$ cat config.mk
export PLATFORM = sky130hd
export DESIGN_NAME = arm_pipe_core
export DESIGN_NICKNAME = d
export VERILOG_FILES = /design/src/common/arm_pipe_pkg.sv /design/src/common/ex_mem_if.sv /design/src/verilog/front_end.sv /design/src/decode/decoder.sv /design/src/decode/reg_file.sv /design/src/decode/decode_stage.sv /design/src/execute/execute_stage.sv /design/src/verilog/mem_wb_stage.sv /design/src/verilog/hazard_unit.sv /design/src/verilog/arm_pipe_core.sv
export SDC_FILE = /design/constraint.sdc
export NUM_CORES = 2
export LEC_CHECK = 0
export ABC_AREA = 1
export ABC_CLOCK_PERIOD_IN_PS = 44500
export BUFFER_PORTS_ARGS = -buffer_cell sky130_fd_sc_hd__buf_2
export CAP_MARGIN = 15
export CORE_MARGIN = 4
export CORE_UTILIZATION = 65
export DETAILED_ROUTE_END_ITERATION = 16
export PLACE_DENSITY_LB_ADDON = 0.2
export SLEW_MARGIN = 20
export SYNTH_ARGS = -nofsm -noshare
export SYNTH_HDL_FRONTEND = slang
export SYNTH_SLANG_ARGS = --single-unit
$ cat constraint.sdc
create_clock -name clk -period 44.5 [get_ports clk]
set_input_delay 6.675 -clock clk [delete_from_list [all_inputs] [get_ports clk]]
set_output_delay 6.675 -clock clk [all_outputs]
set_load 0.05 [all_outputs]
$ cat src/common/arm_pipe_pkg.sv
package arm_pipe_pkg;

    //////////////////////////////
    // widths and types
    localparam int DATA_W     = 32;
    localparam int REG_ADDR_W = 4;

    typedef logic [DATA_W-1:0]     word_t;
    typedef logic [REG_ADDR_W-1:0] reg_addr_t;

    // r15 reads back as the instruction address plus 8
    localparam reg_addr_t PC_REG         = 4'd15;
    localparam word_t     PC_STEP        = 32'd4;
    localparam word_t     PC_READ_OFFSET = 32'd8;

    localparam int IMM_DP_W  = 8;
    localparam int IMM_MEM_W = 12;

    //////////////////////////////
    // instruction field positions
    localparam int OP_POS    = 26;
    localparam int FUNCT_POS = 20;
    localparam int RN_POS    = 16;
    localparam int RD_POS    = 12;
    localparam int RM_POS    = 0;
    localparam int CMD_POS   = 21;
    localparam int I_BIT     = 25;
    localparam int L_BIT     = 20;

    // operand source selects for the execute muxes
    localparam logic [1:0] FWD_REG = 2'b00;
    localparam logic [1:0] FWD_WB  = 2'b01;
    localparam logic [1:0] FWD_MEM = 2'b10;

    typedef enum logic [1:0] {
        CLASS_DP  = 2'b00,
        CLASS_MEM = 2'b01
    } instr_class_e;

    // values follow the ARM cmd field
    typedef enum logic [3:0] {
        ALU_AND = 4'b0000,
        ALU_SUB = 4'b0010,
        ALU_ADD = 4'b0100,
        ALU_ORR = 4'b1100
    } alu_op_e;

    typedef struct packed {
        logic      reg_write;
        logic      mem_to_reg;
        logic      mem_write;
        logic      alu_src;
        alu_op_e   alu_op;
        reg_addr_t ra1;
        reg_addr_t ra2;
        reg_addr_t wa3;
        word_t     rd1;
        word_t     rd2;
        word_t     imm;
    } decode_bundle_t;

endpackage

$ cat src/common/ex_mem_if.sv
`timescale 1ns/1ps

interface ex_mem_if;
    import arm_pipe_pkg::*;

    // control, all low for a bubble
    logic      reg_write;
    logic      mem_to_reg;
    logic      mem_write;

    // payload
    word_t     alu_out;
    word_t     write_data;
    reg_addr_t wa3;

    modport producer (
        output reg_write,
        output mem_to_reg,
        output mem_write,
        output alu_out,
        output write_data,
        output wa3
    );

    modport consumer (
        input reg_write,
        input mem_to_reg,
        input mem_write,
        input alu_out,
        input write_data,
        input wa3
    );

endinterface

$ cat src/verilog/front_end.sv
`timescale 1ns/1ps

module front_end (
    input  logic                clk,
    input  logic                reset,
    input  logic                stall,
    input  arm_pipe_pkg::word_t instr,
    output arm_pipe_pkg::word_t pc,
    output arm_pipe_pkg::word_t instr_d,
    output arm_pipe_pkg::word_t pc_d
);
    import arm_pipe_pkg::*;

    // fetch address, held for the load-use bubble
    always_ff @(posedge clk or posedge reset) begin
        if (reset) begin
            pc <= '0;
        end else if (!stall) begin
            pc <= pc + PC_STEP;
        end
    end

    //////////////////////////////
    // fetch to decode register
    // zero decodes as and r0, r0, r0
    always_ff @(posedge clk or posedge reset) begin
        if (reset) begin
            instr_d <= '0;
            pc_d    <= '0;
        end else if (!stall) begin
            instr_d <= instr;
            pc_d    <= pc;
        end
    end

endmodule

$ cat src/decode/decoder.sv
`timescale 1ns/1ps

module decoder (
    input  arm_pipe_pkg::instr_class_e op,
    input  logic [5:0]                 funct,
    input  arm_pipe_pkg::reg_addr_t    rd,
    output logic                       reg_write,
    output logic                       mem_to_reg,
    output logic                       mem_write,
    output logic                       alu_src,
    output logic                       imm_mem,
    output arm_pipe_pkg::alu_op_e      alu_op
);
    import arm_pipe_pkg::*;

    logic [3:0] cmd;

    assign cmd = funct[CMD_POS-FUNCT_POS +: 4];

    always_comb begin
        reg_write  = 1'b0;
        mem_to_reg = 1'b0;
        mem_write  = 1'b0;
        alu_src    = 1'b0;
        imm_mem    = 1'b0;
        alu_op     = ALU_ADD;
        case (op)
            CLASS_DP: begin
                alu_src = funct[I_BIT-FUNCT_POS];
                case (cmd)
                    ALU_ADD, ALU_SUB, ALU_AND, ALU_ORR: begin
                        alu_op    = alu_op_e'(cmd);
                        reg_write = 1'b1;
                    end
                    // other data-processing ops are not supported
                    default: reg_write = 1'b0;
                endcase
            end
            CLASS_MEM: begin
                // address is rn plus the 12-bit offset
                alu_src = 1'b1;
                imm_mem = 1'b1;
                if (funct[L_BIT-FUNCT_POS]) begin
                    reg_write  = 1'b1;
                    mem_to_reg = 1'b1;
                end else begin
                    mem_write = 1'b1;
                end
            end
            default: reg_write = 1'b0;
        endcase
        // r15 as destination writes nothing
        if (rd == PC_REG) begin
            reg_write = 1'b0;
        end
    end

endmodule

$ cat src/decode/reg_file.sv
`timescale 1ns/1ps

module reg_file (
    input  logic                    clk,
    input  logic                    reset,
    input  logic                    we,
    input  arm_pipe_pkg::reg_addr_t wa,
    input  arm_pipe_pkg::word_t     wd,
    input  arm_pipe_pkg::reg_addr_t ra1,
    input  arm_pipe_pkg::reg_addr_t ra2,
    input  arm_pipe_pkg::word_t     pc_value,
    output arm_pipe_pkg::word_t     rd1,
    output arm_pipe_pkg::word_t     rd2
);
    import arm_pipe_pkg::*;

    // r0 to r14, r15 is not stored
    word_t regs [0:PC_REG-1];

    function automatic word_t read_port(input reg_addr_t ra);
        if (ra == PC_REG) begin
            return pc_value;
        end else if (we && (ra == wa)) begin
            // write-through for same-cycle read
            return wd;
        end
        return regs[ra];
    endfunction

    always_ff @(posedge clk or posedge reset) begin
        if (reset) begin
            for (int i = 0; i < int'(PC_REG); i++) begin
                regs[i] <= '0;
            end
        end else if (we && (wa != PC_REG)) begin
            regs[wa] <= wd;
        end
    end

    always_comb begin
        rd1 = read_port(ra1);
        rd2 = read_port(ra2);
    end

    // decode clears reg_write for r15, nothing downstream may set it again
    a_no_pc_write: assert property (@(posedge clk) disable iff (reset) we |-> (wa != PC_REG))
        else $error("reg_file: write to r15 reached writeback");

endmodule

$ cat src/decode/decode_stage.sv
`timescale 1ns/1ps

module decode_stage (
    input  logic                           clk,
    input  logic                           reset,
    input  arm_pipe_pkg::word_t            instr_d,
    input  arm_pipe_pkg::word_t            pc_d,
    input  logic                           reg_write_w,
    input  arm_pipe_pkg::reg_addr_t        wa3_w,
    input  arm_pipe_pkg::word_t            result_w,
    output arm_pipe_pkg::decode_bundle_t   bundle
);
    import arm_pipe_pkg::*;

    instr_class_e op;
    logic [5:0]   funct;
    reg_addr_t    rn;
    reg_addr_t    rd;
    reg_addr_t    rm;
    reg_addr_t    ra2;
    logic         reg_write;
    logic         mem_to_reg;
    logic         mem_write;
    logic         alu_src;
    logic         imm_mem;
    alu_op_e      alu_op;
    word_t        rd1;
    word_t        rd2;
    word_t        imm;
    word_t        pc_value;

    //////////////////////////////
    // field extraction
    assign op    = instr_class_e'(instr_d[OP_POS +: 2]);
    assign funct = instr_d[FUNCT_POS +: 6];
    assign rn    = instr_d[RN_POS +: REG_ADDR_W];
    assign rd    = instr_d[RD_POS +: REG_ADDR_W];
    assign rm    = instr_d[RM_POS +: REG_ADDR_W];

    // stores read rd as the data operand
    assign ra2 = imm_mem ? rd : rm;

    assign imm = imm_mem ? word_t'(instr_d[IMM_MEM_W-1:0])
                         : word_t'(instr_d[IMM_DP_W-1:0]);

    assign pc_value = pc_d + PC_READ_OFFSET;

    decoder decoder_u (
        .op         (op),
        .funct      (funct),
        .rd         (rd),
        .reg_write  (reg_write),
        .mem_to_reg (mem_to_reg),
        .mem_write  (mem_write),
        .alu_src    (alu_src),
        .imm_mem    (imm_mem),
        .alu_op     (alu_op)
    );

    reg_file reg_file_u (
        .clk      (clk),
        .reset    (reset),
        .we       (reg_write_w),
        .wa       (wa3_w),
        .wd       (result_w),
        .ra1      (rn),
        .ra2      (ra2),
        .pc_value (pc_value),
        .rd1      (rd1),
        .rd2      (rd2)
    );

    always_comb begin
        bundle.reg_write  = reg_write;
        bundle.mem_to_reg = mem_to_reg;
        bundle.mem_write  = mem_write;
        bundle.alu_src    = alu_src;
        bundle.alu_op     = alu_op;
        bundle.ra1        = rn;
        bundle.ra2        = ra2;
        bundle.wa3        = rd;
        bundle.rd1        = rd1;
        bundle.rd2        = rd2;
        bundle.imm        = imm;
    end

endmodule

$ cat src/execute/execute_stage.sv
`timescale 1ns/1ps

module execute_stage (
    input  logic                         clk,
    input  logic                         reset,
    input  logic                         stall,
    input  arm_pipe_pkg::decode_bundle_t bundle,
    input  logic [1:0]                   forward_a,
    input  logic [1:0]                   forward_b,
    input  arm_pipe_pkg::word_t          alu_out_m,
    input  arm_pipe_pkg::word_t          result_w,
    output arm_pipe_pkg::reg_addr_t      ra1_e,
    output arm_pipe_pkg::reg_addr_t      ra2_e,
    output arm_pipe_pkg::reg_addr_t      wa3_e,
    output logic                         load_e,
    ex_mem_if.producer                   ex_mem
);
    import arm_pipe_pkg::*;

    decode_bundle_t bundle_e;
    decode_bundle_t bubble;
    word_t          src_a;
    word_t          src_b_reg;
    word_t          src_b;
    word_t          alu_result;

    function automatic word_t fwd_mux(input logic [1:0] sel, input word_t reg_val,
                                      input word_t m_val, input word_t w_val);
        case (sel)
            FWD_MEM: return m_val;
            FWD_WB:  return w_val;
            default: return reg_val;
        endcase
    endfunction

    // decode bundle with its control bits cleared
    always_comb begin
        bubble            = bundle;
        bubble.reg_write  = 1'b0;
        bubble.mem_to_reg = 1'b0;
        bubble.mem_write  = 1'b0;
        bubble.alu_src    = 1'b0;
    end

    //////////////////////////////
    // decode to execute register
    always_ff @(posedge clk or posedge reset) begin
        if (reset) begin
            bundle_e <= '0;
        end else begin
            bundle_e <= stall ? bubble : bundle;
        end
    end

    assign src_a     = fwd_mux(forward_a, bundle_e.rd1, alu_out_m, result_w);
    assign src_b_reg = fwd_mux(forward_b, bundle_e.rd2, alu_out_m, result_w);
    assign src_b     = bundle_e.alu_src ? bundle_e.imm : src_b_reg;

    always_comb begin
        case (bundle_e.alu_op)
            ALU_ADD: alu_result = src_a + src_b;
            ALU_SUB: alu_result = src_a - src_b;
            ALU_AND: alu_result = src_a & src_b;
            ALU_ORR: alu_result = src_a | src_b;
            default: alu_result = '0;
        endcase
    end

    assign ra1_e  = bundle_e.ra1;
    assign ra2_e  = bundle_e.ra2;
    assign wa3_e  = bundle_e.wa3;
    assign load_e = bundle_e.reg_write & bundle_e.mem_to_reg;

    // towards the memory stage, store data is the forwarded rd
    assign ex_mem.reg_write  = bundle_e.reg_write;
    assign ex_mem.mem_to_reg = bundle_e.mem_to_reg;
    assign ex_mem.mem_write  = bundle_e.mem_write;
    assign ex_mem.alu_out    = alu_result;
    assign ex_mem.write_data = src_b_reg;
    assign ex_mem.wa3        = bundle_e.wa3;

    // hazard unit only issues the three defined selects
    a_fwd_sel: assert property (@(posedge clk) disable iff (reset)
        (forward_a != 2'b11) && (forward_b != 2'b11))
        else $error("execute_stage: undefined forwarding select");

endmodule

$ cat src/verilog/mem_wb_stage.sv
`timescale 1ns/1ps

module mem_wb_stage (
    input  logic                    clk,
    input  logic                    reset,
    input  arm_pipe_pkg::word_t     read_data,
    ex_mem_if.consumer              ex_mem,
    output arm_pipe_pkg::word_t     data_addr,
    output arm_pipe_pkg::word_t     write_data,
    output logic                    mem_write,
    output arm_pipe_pkg::word_t     alu_out_m,
    output arm_pipe_pkg::reg_addr_t wa3_m,
    output logic                    reg_write_m,
    output arm_pipe_pkg::word_t     result_w,
    output arm_pipe_pkg::reg_addr_t wa3_w,
    output logic                    reg_write_w
);
    import arm_pipe_pkg::*;

    logic  mem_to_reg_m;
    logic  mem_to_reg_w;
    word_t read_data_w;
    word_t alu_out_w;

    //////////////////////////////
    // control bits for memory and writeback
    always_ff @(posedge clk or posedge reset) begin
        if (reset) begin
            reg_write_m  <= 1'b0;
            mem_to_reg_m <= 1'b0;
            mem_write    <= 1'b0;
            reg_write_w  <= 1'b0;
            mem_to_reg_w <= 1'b0;
        end else begin
            reg_write_m  <= ex_mem.reg_write;
            mem_to_reg_m <= ex_mem.mem_to_reg;
            mem_write    <= ex_mem.mem_write;
            reg_write_w  <= reg_write_m;
            mem_to_reg_w <= mem_to_reg_m;
        end
    end

    // payload
    always_ff @(posedge clk) begin
        alu_out_m   <= ex_mem.alu_out;
        write_data  <= ex_mem.write_data;
        wa3_m       <= ex_mem.wa3;
        read_data_w <= read_data;
        alu_out_w   <= alu_out_m;
        wa3_w       <= wa3_m;
    end

    assign data_addr = alu_out_m;
    assign result_w  = mem_to_reg_w ? read_data_w : alu_out_w;

endmodule

$ cat src/verilog/hazard_unit.sv
`timescale 1ns/1ps

module hazard_unit (
    input  arm_pipe_pkg::reg_addr_t ra1_d,
    input  arm_pipe_pkg::reg_addr_t ra2_d,
    input  arm_pipe_pkg::reg_addr_t ra1_e,
    input  arm_pipe_pkg::reg_addr_t ra2_e,
    input  arm_pipe_pkg::reg_addr_t wa3_e,
    input  logic                    load_e,
    input  arm_pipe_pkg::reg_addr_t wa3_m,
    input  arm_pipe_pkg::reg_addr_t wa3_w,
    input  logic                    reg_write_m,
    input  logic                    reg_write_w,
    output logic                    stall,
    output logic [1:0]              forward_a,
    output logic [1:0]              forward_b
);
    import arm_pipe_pkg::*;

    // memory stage wins over writeback
    function automatic logic [1:0] fwd_sel(input reg_addr_t ra);
        if (reg_write_m && (wa3_m == ra)) begin
            return FWD_MEM;
        end else if (reg_write_w && (wa3_w == ra)) begin
            return FWD_WB;
        end
        return FWD_REG;
    endfunction

    always_comb begin
        forward_a = fwd_sel(ra1_e);
        forward_b = fwd_sel(ra2_e);
    end

    // load in execute feeding decode, checked whether or not the operand is used
    assign stall = load_e && ((ra1_d == wa3_e) || (ra2_d == wa3_e));

endmodule

$ cat src/verilog/arm_pipe_core.sv
`timescale 1ns/1ps

module arm_pipe_core (
    input  logic                clk,
    input  logic                reset,
    input  arm_pipe_pkg::word_t instr,
    output arm_pipe_pkg::word_t pc,
    input  arm_pipe_pkg::word_t read_data,
    output arm_pipe_pkg::word_t data_addr,
    output arm_pipe_pkg::word_t write_data,
    output logic                mem_write
);
    import arm_pipe_pkg::*;

    word_t          instr_d;
    word_t          pc_d;
    decode_bundle_t bundle_d;
    logic           stall;
    logic [1:0]     forward_a;
    logic [1:0]     forward_b;
    reg_addr_t      ra1_e;
    reg_addr_t      ra2_e;
    reg_addr_t      wa3_e;
    logic           load_e;
    word_t          alu_out_m;
    reg_addr_t      wa3_m;
    logic           reg_write_m;
    word_t          result_w;
    reg_addr_t      wa3_w;
    logic           reg_write_w;

    ex_mem_if ex_mem_bus ();

    front_end front_end_u (
        .clk (clk), .reset (reset), .stall (stall),
        .instr (instr), .pc (pc), .instr_d (instr_d), .pc_d (pc_d)
    );

    decode_stage decode_stage_u (
        .clk (clk), .reset (reset), .instr_d (instr_d), .pc_d (pc_d),
        .reg_write_w (reg_write_w), .wa3_w (wa3_w), .result_w (result_w),
        .bundle (bundle_d)
    );

    execute_stage execute_stage_u (
        .clk (clk), .reset (reset), .stall (stall), .bundle (bundle_d),
        .forward_a (forward_a), .forward_b (forward_b),
        .alu_out_m (alu_out_m), .result_w (result_w),
        .ra1_e (ra1_e), .ra2_e (ra2_e), .wa3_e (wa3_e), .load_e (load_e),
        .ex_mem (ex_mem_bus.producer)
    );

    mem_wb_stage mem_wb_stage_u (
        .clk (clk), .reset (reset), .read_data (read_data),
        .ex_mem (ex_mem_bus.consumer),
        .data_addr (data_addr), .write_data (write_data), .mem_write (mem_write),
        .alu_out_m (alu_out_m), .wa3_m (wa3_m), .reg_write_m (reg_write_m),
        .result_w (result_w), .wa3_w (wa3_w), .reg_write_w (reg_write_w)
    );

    hazard_unit hazard_unit_u (
        .ra1_d (bundle_d.ra1), .ra2_d (bundle_d.ra2),
        .ra1_e (ra1_e), .ra2_e (ra2_e), .wa3_e (wa3_e), .load_e (load_e),
        .wa3_m (wa3_m), .wa3_w (wa3_w),
        .reg_write_m (reg_write_m), .reg_write_w (reg_write_w),
        .stall (stall), .forward_a (forward_a), .forward_b (forward_b)
    );

endmodule

Word-level counts from Yosys, hierarchy flattened
Cells that the tools add are included.
{"block": "word_totals", "register_bits": 829, "in_bits": 66, "out_inout_bits": 97}
{"block": "op_classes", "addsub": 4, "order_cmp": 4, "n_eq_ne": 23, "muxes": 48, "bitwise_logic": 6, "n_reduce_logical": 14}
{"operator": "480-bit bitwise mux", "n": 1}
{"operator": "32-bit 2-to-1 mux", "n": 13}
{"operator": "32-bit binary-select mux with 4-bit select", "n": 2}
{"operator": "32-bit demux with 4-bit select", "n": 1}
{"operator": "32-bit case mux with 2 select lines", "n": 2}
{"operator": "32-bit case mux with 4 select lines", "n": 1}
{"operator": "116-bit 2-to-1 mux", "n": 1}
{"operator": "32-bit by 3-bit adder with 32-bit output, second input constant", "n": 1}
{"operator": "32-bit adder", "n": 1}
{"operator": "32-bit by 4-bit adder with 32-bit output, second input constant", "n": 1}
{"operator": "32-bit bitwise AND", "n": 1}
{"operator": "4-bit == test", "n": 8}
{"operator": "32-bit bitwise OR", "n": 1}
{"operator": "32-bit subtractor", "n": 1}
{"operator": "4-bit == test, second input constant", "n": 5}
{"operator": "5-bit >= comparator, second input constant", "n": 3}
{"operator": "1-bit 2-to-1 mux", "n": 15}
{"operator": "4-bit NOT with 5-bit output", "n": 3}
{"operator": "12-bit 2-to-1 mux", "n": 1}
{"operator": "2-bit 2-to-1 mux", "n": 6}
{"operator": "4-bit 2-to-1 mux", "n": 3}
{"operator": "1-bit logical AND", "n": 9}
{"operator": "4-bit by 2-bit == test with 1-bit output, second input constant", "n": 2}
{"operator": "4-bit by 3-bit == test with 1-bit output, second input constant", "n": 2}
{"operator": "10 further kinds", "n": 15}

Depth between registers and ports, before layout
{"block": "depth", "word_depth": 10, "depth_mapped": 34}

Modules after synthesis
Synthesis repeated with hierarchy kept, for this count alone.
{"block": "hier_totals", "cells_unflattened": 6796, "area_unflattened_um2": 47129.0}
{"mod": "reg_file", "n_inst": 1, "cells_per_inst": 4489, "area_per_inst_um2": 29069.1, "seq_area_each_um2": 12011.5}
{"mod": "execute_stage", "n_inst": 1, "cells_per_inst": 1212, "area_per_inst_um2": 8729.6, "seq_area_each_um2": 2902.8}
{"mod": "front_end", "n_inst": 1, "cells_per_inst": 475, "area_per_inst_um2": 4016.4, "seq_area_each_um2": 2302.2}
{"mod": "mem_wb_stage", "n_inst": 1, "cells_per_inst": 278, "area_per_inst_um2": 3583.4, "seq_area_each_um2": 2847.7}
{"mod": "decode_stage", "n_inst": 1, "cells_per_inst": 217, "area_per_inst_um2": 1177.4, "seq_area_each_um2": 0.0}
{"mod": "hazard_unit", "n_inst": 1, "cells_per_inst": 98, "area_per_inst_um2": 431.7, "seq_area_each_um2": 0.0}
{"mod": "decoder", "n_inst": 1, "cells_per_inst": 27, "area_per_inst_um2": 121.4, "seq_area_each_um2": 0.0}

Worst setup path after synthesis
Ideal clock, no wire load.
{"block": "synth_timing", "path_type": "register to output", "startpoint": "register front_end_u.pc[23]", "endpoint": "output port pc[23]", "t_arrival_ns": 0.671, "setup_slack_ns": 37.154, "stages_incl_launch_ff": 1, "n_path_buf": 0, "path_cell_list": "dfrtp_1"}
{"item": "from (decl)", "line": "front_end.sv:8", "rtl": "output arm_pipe_pkg::word_t pc,"}
{"item": "from (signal assigned)", "line": "front_end.sv:19", "rtl": "pc <= pc + PC_STEP;"}
{"item": "to (decl)", "line": "arm_pipe_core.sv:7", "rtl": "output arm_pipe_pkg::word_t pc,"}
No word-level cell between the ends.

==> flow_metrics.py <==
metrics = {
    "clocking": {
        "cts_inserted_buffers": 84,
        "clockBufferDepth": 3,
        "cts_setup_buffers": 0,
        "clock_latency_ns": 0.66,
        "ctsResizeCount": 0,
        "cts.clk_slew.worst_paths_ns": 0.07,
        "htree_levels": 3,
        "root_buffer": "clkbuf_16",
        "cts_hold_buf": 0,
        "cts_tree": "done",
        "cts_sinks": 805,
    },
    "pwr": {
        "p_leak_nw": 20.3,
        "peakVddDrop_v": 0.0000586,
        "p_per_area_nw_per_um2": 48.9,
    },
    "timing": {
        "timing_max_transition_violations_final": 0,
        "hold_viol": 0,
        "relSlewSlack_pct": 17.9,
        "worst_pin_slew_ns": 1.22,
        "finClkSkew_ns": 0.0222,
        "timing.hold.ws_ns": 0.352,
        "rsz0062_at_grt": "false",
        "setup_tns_ns": 0,
        "finalSetupViolCount": 0,
        "finalCriticalPeriod_ns": 9.32,
        "fmax_ghz": 0.107,
        "fin_crit_sh_pct": 20.9,
    },
    "synth": {
        "ys.flop_type": "dfrtp_1",
        "synth_xor_area_share_pct": 2.13,
        "synth_edf_count": 0,
        "synth_compound_area_share_pct": 23.7,
        "async_flop_share_pct": 83.1,
        "synthDistinctLibCells": 64,
        "synth_top_family_by_area": "compound AO/OA/AOI/OAI gates",
        "yosys_warnings": 0,
        "synth_seq_area_share_pct": 46.4,
        "synth_seq_cells": 805,
        "synth_adder_area_share_pct": 1.12,
        "netlist_area_um2": 41900,
        "synthCells": 5405,
        "synthSimpleGateAreaFrac_pct": 17.7,
        "yosys-mux-area-fraction_pct": 0.0537,
        "avgSynthCellArea_um2": 7.76,
    },
    "grt": {
        "grt_pass1_vias": 38852,
        "grt_use_total_pct": 43.4,
        "grt-ovfl-total": 0,
        "antenna_found_initial": 2,
        "grt_start_max_net_pins": 176,
        "grt_pass1_wl_mm": 227,
    },
    "route": {
        "drtIter0Drc": 5828,
        "wirelength_mm": 151,
        "via_per_inst": 6.53,
        "dr.pass1.iters": 9,
        "drc": 0,
        "drt-wirelength-per-cell_um": 24.1,
        "ant_nets": 0,
        "route.vias.total": 40918,
    },
    "worst_setup_path": {
        "crit_slowest_cell": "buf_4",
        "max_stage_delay_ns": 0.91,
        "reg2reg_depth": 25,
        "start_kind": "input port",
        "r2r-start": "mem_wb_stage_u.mem_to_reg_w$_DFF_PP0_",
        "cp.arrival_ns": 9.88,
        "cp-end-kind": "async pin",
        "r2r_slack_ns": 37.59,
        "cp.required_ns": 45.06,
        "path_class": "in -> async",
        "r2r_end": "mem_wb_stage_u.alu_out_m[23]$_SDFF_PN0_",
        "critical_path.cell_chain": "buf_2, inv_8, buf_4, buf_4, buf_4",
        "cp_common_cell": "buf_4",
        "path_max_fanout": 84,
        "path_delay_family": "buffers and inverters",
        "timing.critical_path.buf_inv": 5,
    },
    "placement": {
        "place_hpwl_mm": 93.1,
        "placed_area_um2": 43100,
        "portBuffers": 156,
        "place_congestion": 0.995,
    },
    "floorplanning": {
        "ios": 163,
        "rows": 92,
        "die_height_um": 262,
        "die-area_um2": 68600,
        "coreArea_um2": 63400,
        "dieWidth_um": 262,
        "start_util_pct": 66.1,
    },
    "finish": {
        "synthToLayoutAreaGrowth_pct": 9.26,
        "drive_gt1_share_pct": 9.32,
        "largest_reg_flops": 480,
        "mostFrequentLayoutCell": "nand2_1",
        "postLayoutCellArea_um2": 45800,
        "final_cell_mix": "1075 x nand2_1, 930 x o21ai_0, 665 x dfrtp_1, 558 x inv_1, 394 x a21oi_1",
        "top_regs": "decode_stage_u.reg_file_u.regs: 480 flops, execute_stage_u.bundle_e: 81 flops",
        "largest-register": "decode_stage_u.reg_file_u.regs",
        "nets": 5454,
    },
    "min_path": {
        "whs_path_depth": 0,
        "hold_class": "reg -> reg",
        "min_from": "mem_wb_stage_u.mem_to_reg_m$_DFF_PP0_",
        "hold_end": "mem_wb_stage_u.mem_to_reg_w$_DFF_PP0_",
    },
    "run": {
        "cap_violations": 0,
    },
    "outcome": {
        "status": "completed",
    },
}
-- worst reg2reg max path: stages (launching register included) --
cell      delay, ns
dfrtp_2        0.34
buf_4          0.54
nand2_1        0.17
o21ai_1        0.58
inv_1          0.62
nand3_1        0.23
nand3_1        0.24
nand2_1        0.13
nand2_1        0.12
inv_1          0.09
nand2_1        0.11
nor2_2         0.26
nand2_2        0.15
nor3_2         0.30
or2_1          0.17
xor2_1         0.14
inv_1          0.06
ha_1           0.35
nand2_1        0.11
nor2_1         0.36
nand4_1        0.12
o21ai_0        0.78
a21boi_0       0.27
or2_2          0.34
nand3_1        0.07
o221ai_1       0.13
-- stage by stage --
stage | setup slack, ns | total power, mW | utilization [%] | std cells
3_3_place_gp | 34.47 | 1.50 | 67.9 | 6110
3_5_place_dp | 34.45 | 1.52 | 67.9 | 6110
4_1_cts | 35.14 | 2.22 | 72.2 | 6262
2_1_floorplan | 19.07 | 1.33 | - | 5407
5_1_grt | 34.70 | 2.33 | 72.2 | 6263
6_report | 35.18 | 2.24 | 72.2 | 6264
-- synth_stat cells, types with 9 or more instances --
cell type / number / area (um2)
a21oi_1: 394 / 1970
a221oi_1: 30 / 263
a31oi_1: 13 / 81.3
and3_1: 14 / 87.6
buf_1: 27 / 101
buf_2: 34 / 170
clkbuf_1: 310 / 1160
dfrtp_1: 669 / 16700
dfxtp_1: 136 / 2720
ha_1: 36 / 450
inv_1: 562 / 2110
inv_2: 9 / 33.8
nand2_1: 1077 / 4040
nand3_1: 198 / 991
nand3_2: 11 / 110
nand3b_1: 10 / 75.1
nand4_1: 41 / 257
nor2_1: 288 / 1080
nor2_2: 9 / 56.3
nor3_1: 36 / 180
nor4_1: 11 / 68.8
o2111ai_1: 135 / 1180
o211ai_1: 57 / 428
o21ai_0: 932 / 4660
o21ai_1: 34 / 170
o221ai_1: 40 / 350
o22ai_1: 51 / 319
or2_2: 36 / 225
xnor2_1: 25 / 219
xor2_1: 77 / 674
-- kinds of logic after synthesis --
| logic type | count (synthesis) |
|---|---|
| other | 1 |
| AO/OA/AOI/OAI | 1738 |
| adder cells (fa/ha/maj) | 37 |
| XOR/XNOR | 102 |
| flip-flops | 805 |
| buffers and inverters | 964 |
| AND/OR/NAND/NOR | 1757 |
| multiplexers | 1 |
-- final cells by class --
class | count | area, um2
Antenna cell | 1 | 2.50
Clock buffer | 124 | 2400
Clock inverter | 28 | 318
Fill cell | 5053 | 17600
Inverter | 579 | 2190
Multi-Input combinational cell | 3638 | 18900
Sequential cell | 805 | 19500
Tap cell | 846 | 1060
Timing Repair Buffer | 243 | 1470
-- layer usage --
metal | GRT usage (%) | vias up | routed length (um)
met5 | 0 | - | 23
met4 | 30.7 | 4 | 13300
met3 | 10.9 | 869 | 19800
met2 | 64.1 | 3012 | 63700
met1 | 56.3 | 18920 | 54000
li1 | - | 18113 | -
-- worst max path at each step --
stage / slack [ns] / to / startpoint / cells after the start
after floorplan: 19.07 / decode_stage_u.reg_file_u.regs[0]$_DFFE_PP0P_ / reset / 1
after global placement: 34.47 / front_end_u.instr_d[17]$_DFFE_PP0N_ / reset / 5
after detailed placement: 34.45 / front_end_u.instr_d[17]$_DFFE_PP0N_ / reset / 5
after CTS: 35.14 / front_end_u.instr_d[17]$_DFFE_PP0N_ / reset / 5
after global routing: 34.70 / front_end_u.instr_d[17]$_DFFE_PP0N_ / reset / 5
final: 35.18 / front_end_u.instr_d[17]$_DFFE_PP0N_ / reset / 5
-- power breakdown --
part	switching, mW	internal [mW]	total, mW	leakage (nW)
logic	0.429	0.160	0.588	9.00
clock network	0.308	0.401	0.709	1.34
registers	0.0797	0.862	0.942	9.95
Note: power is estimated with default switching activity, not from simulation.
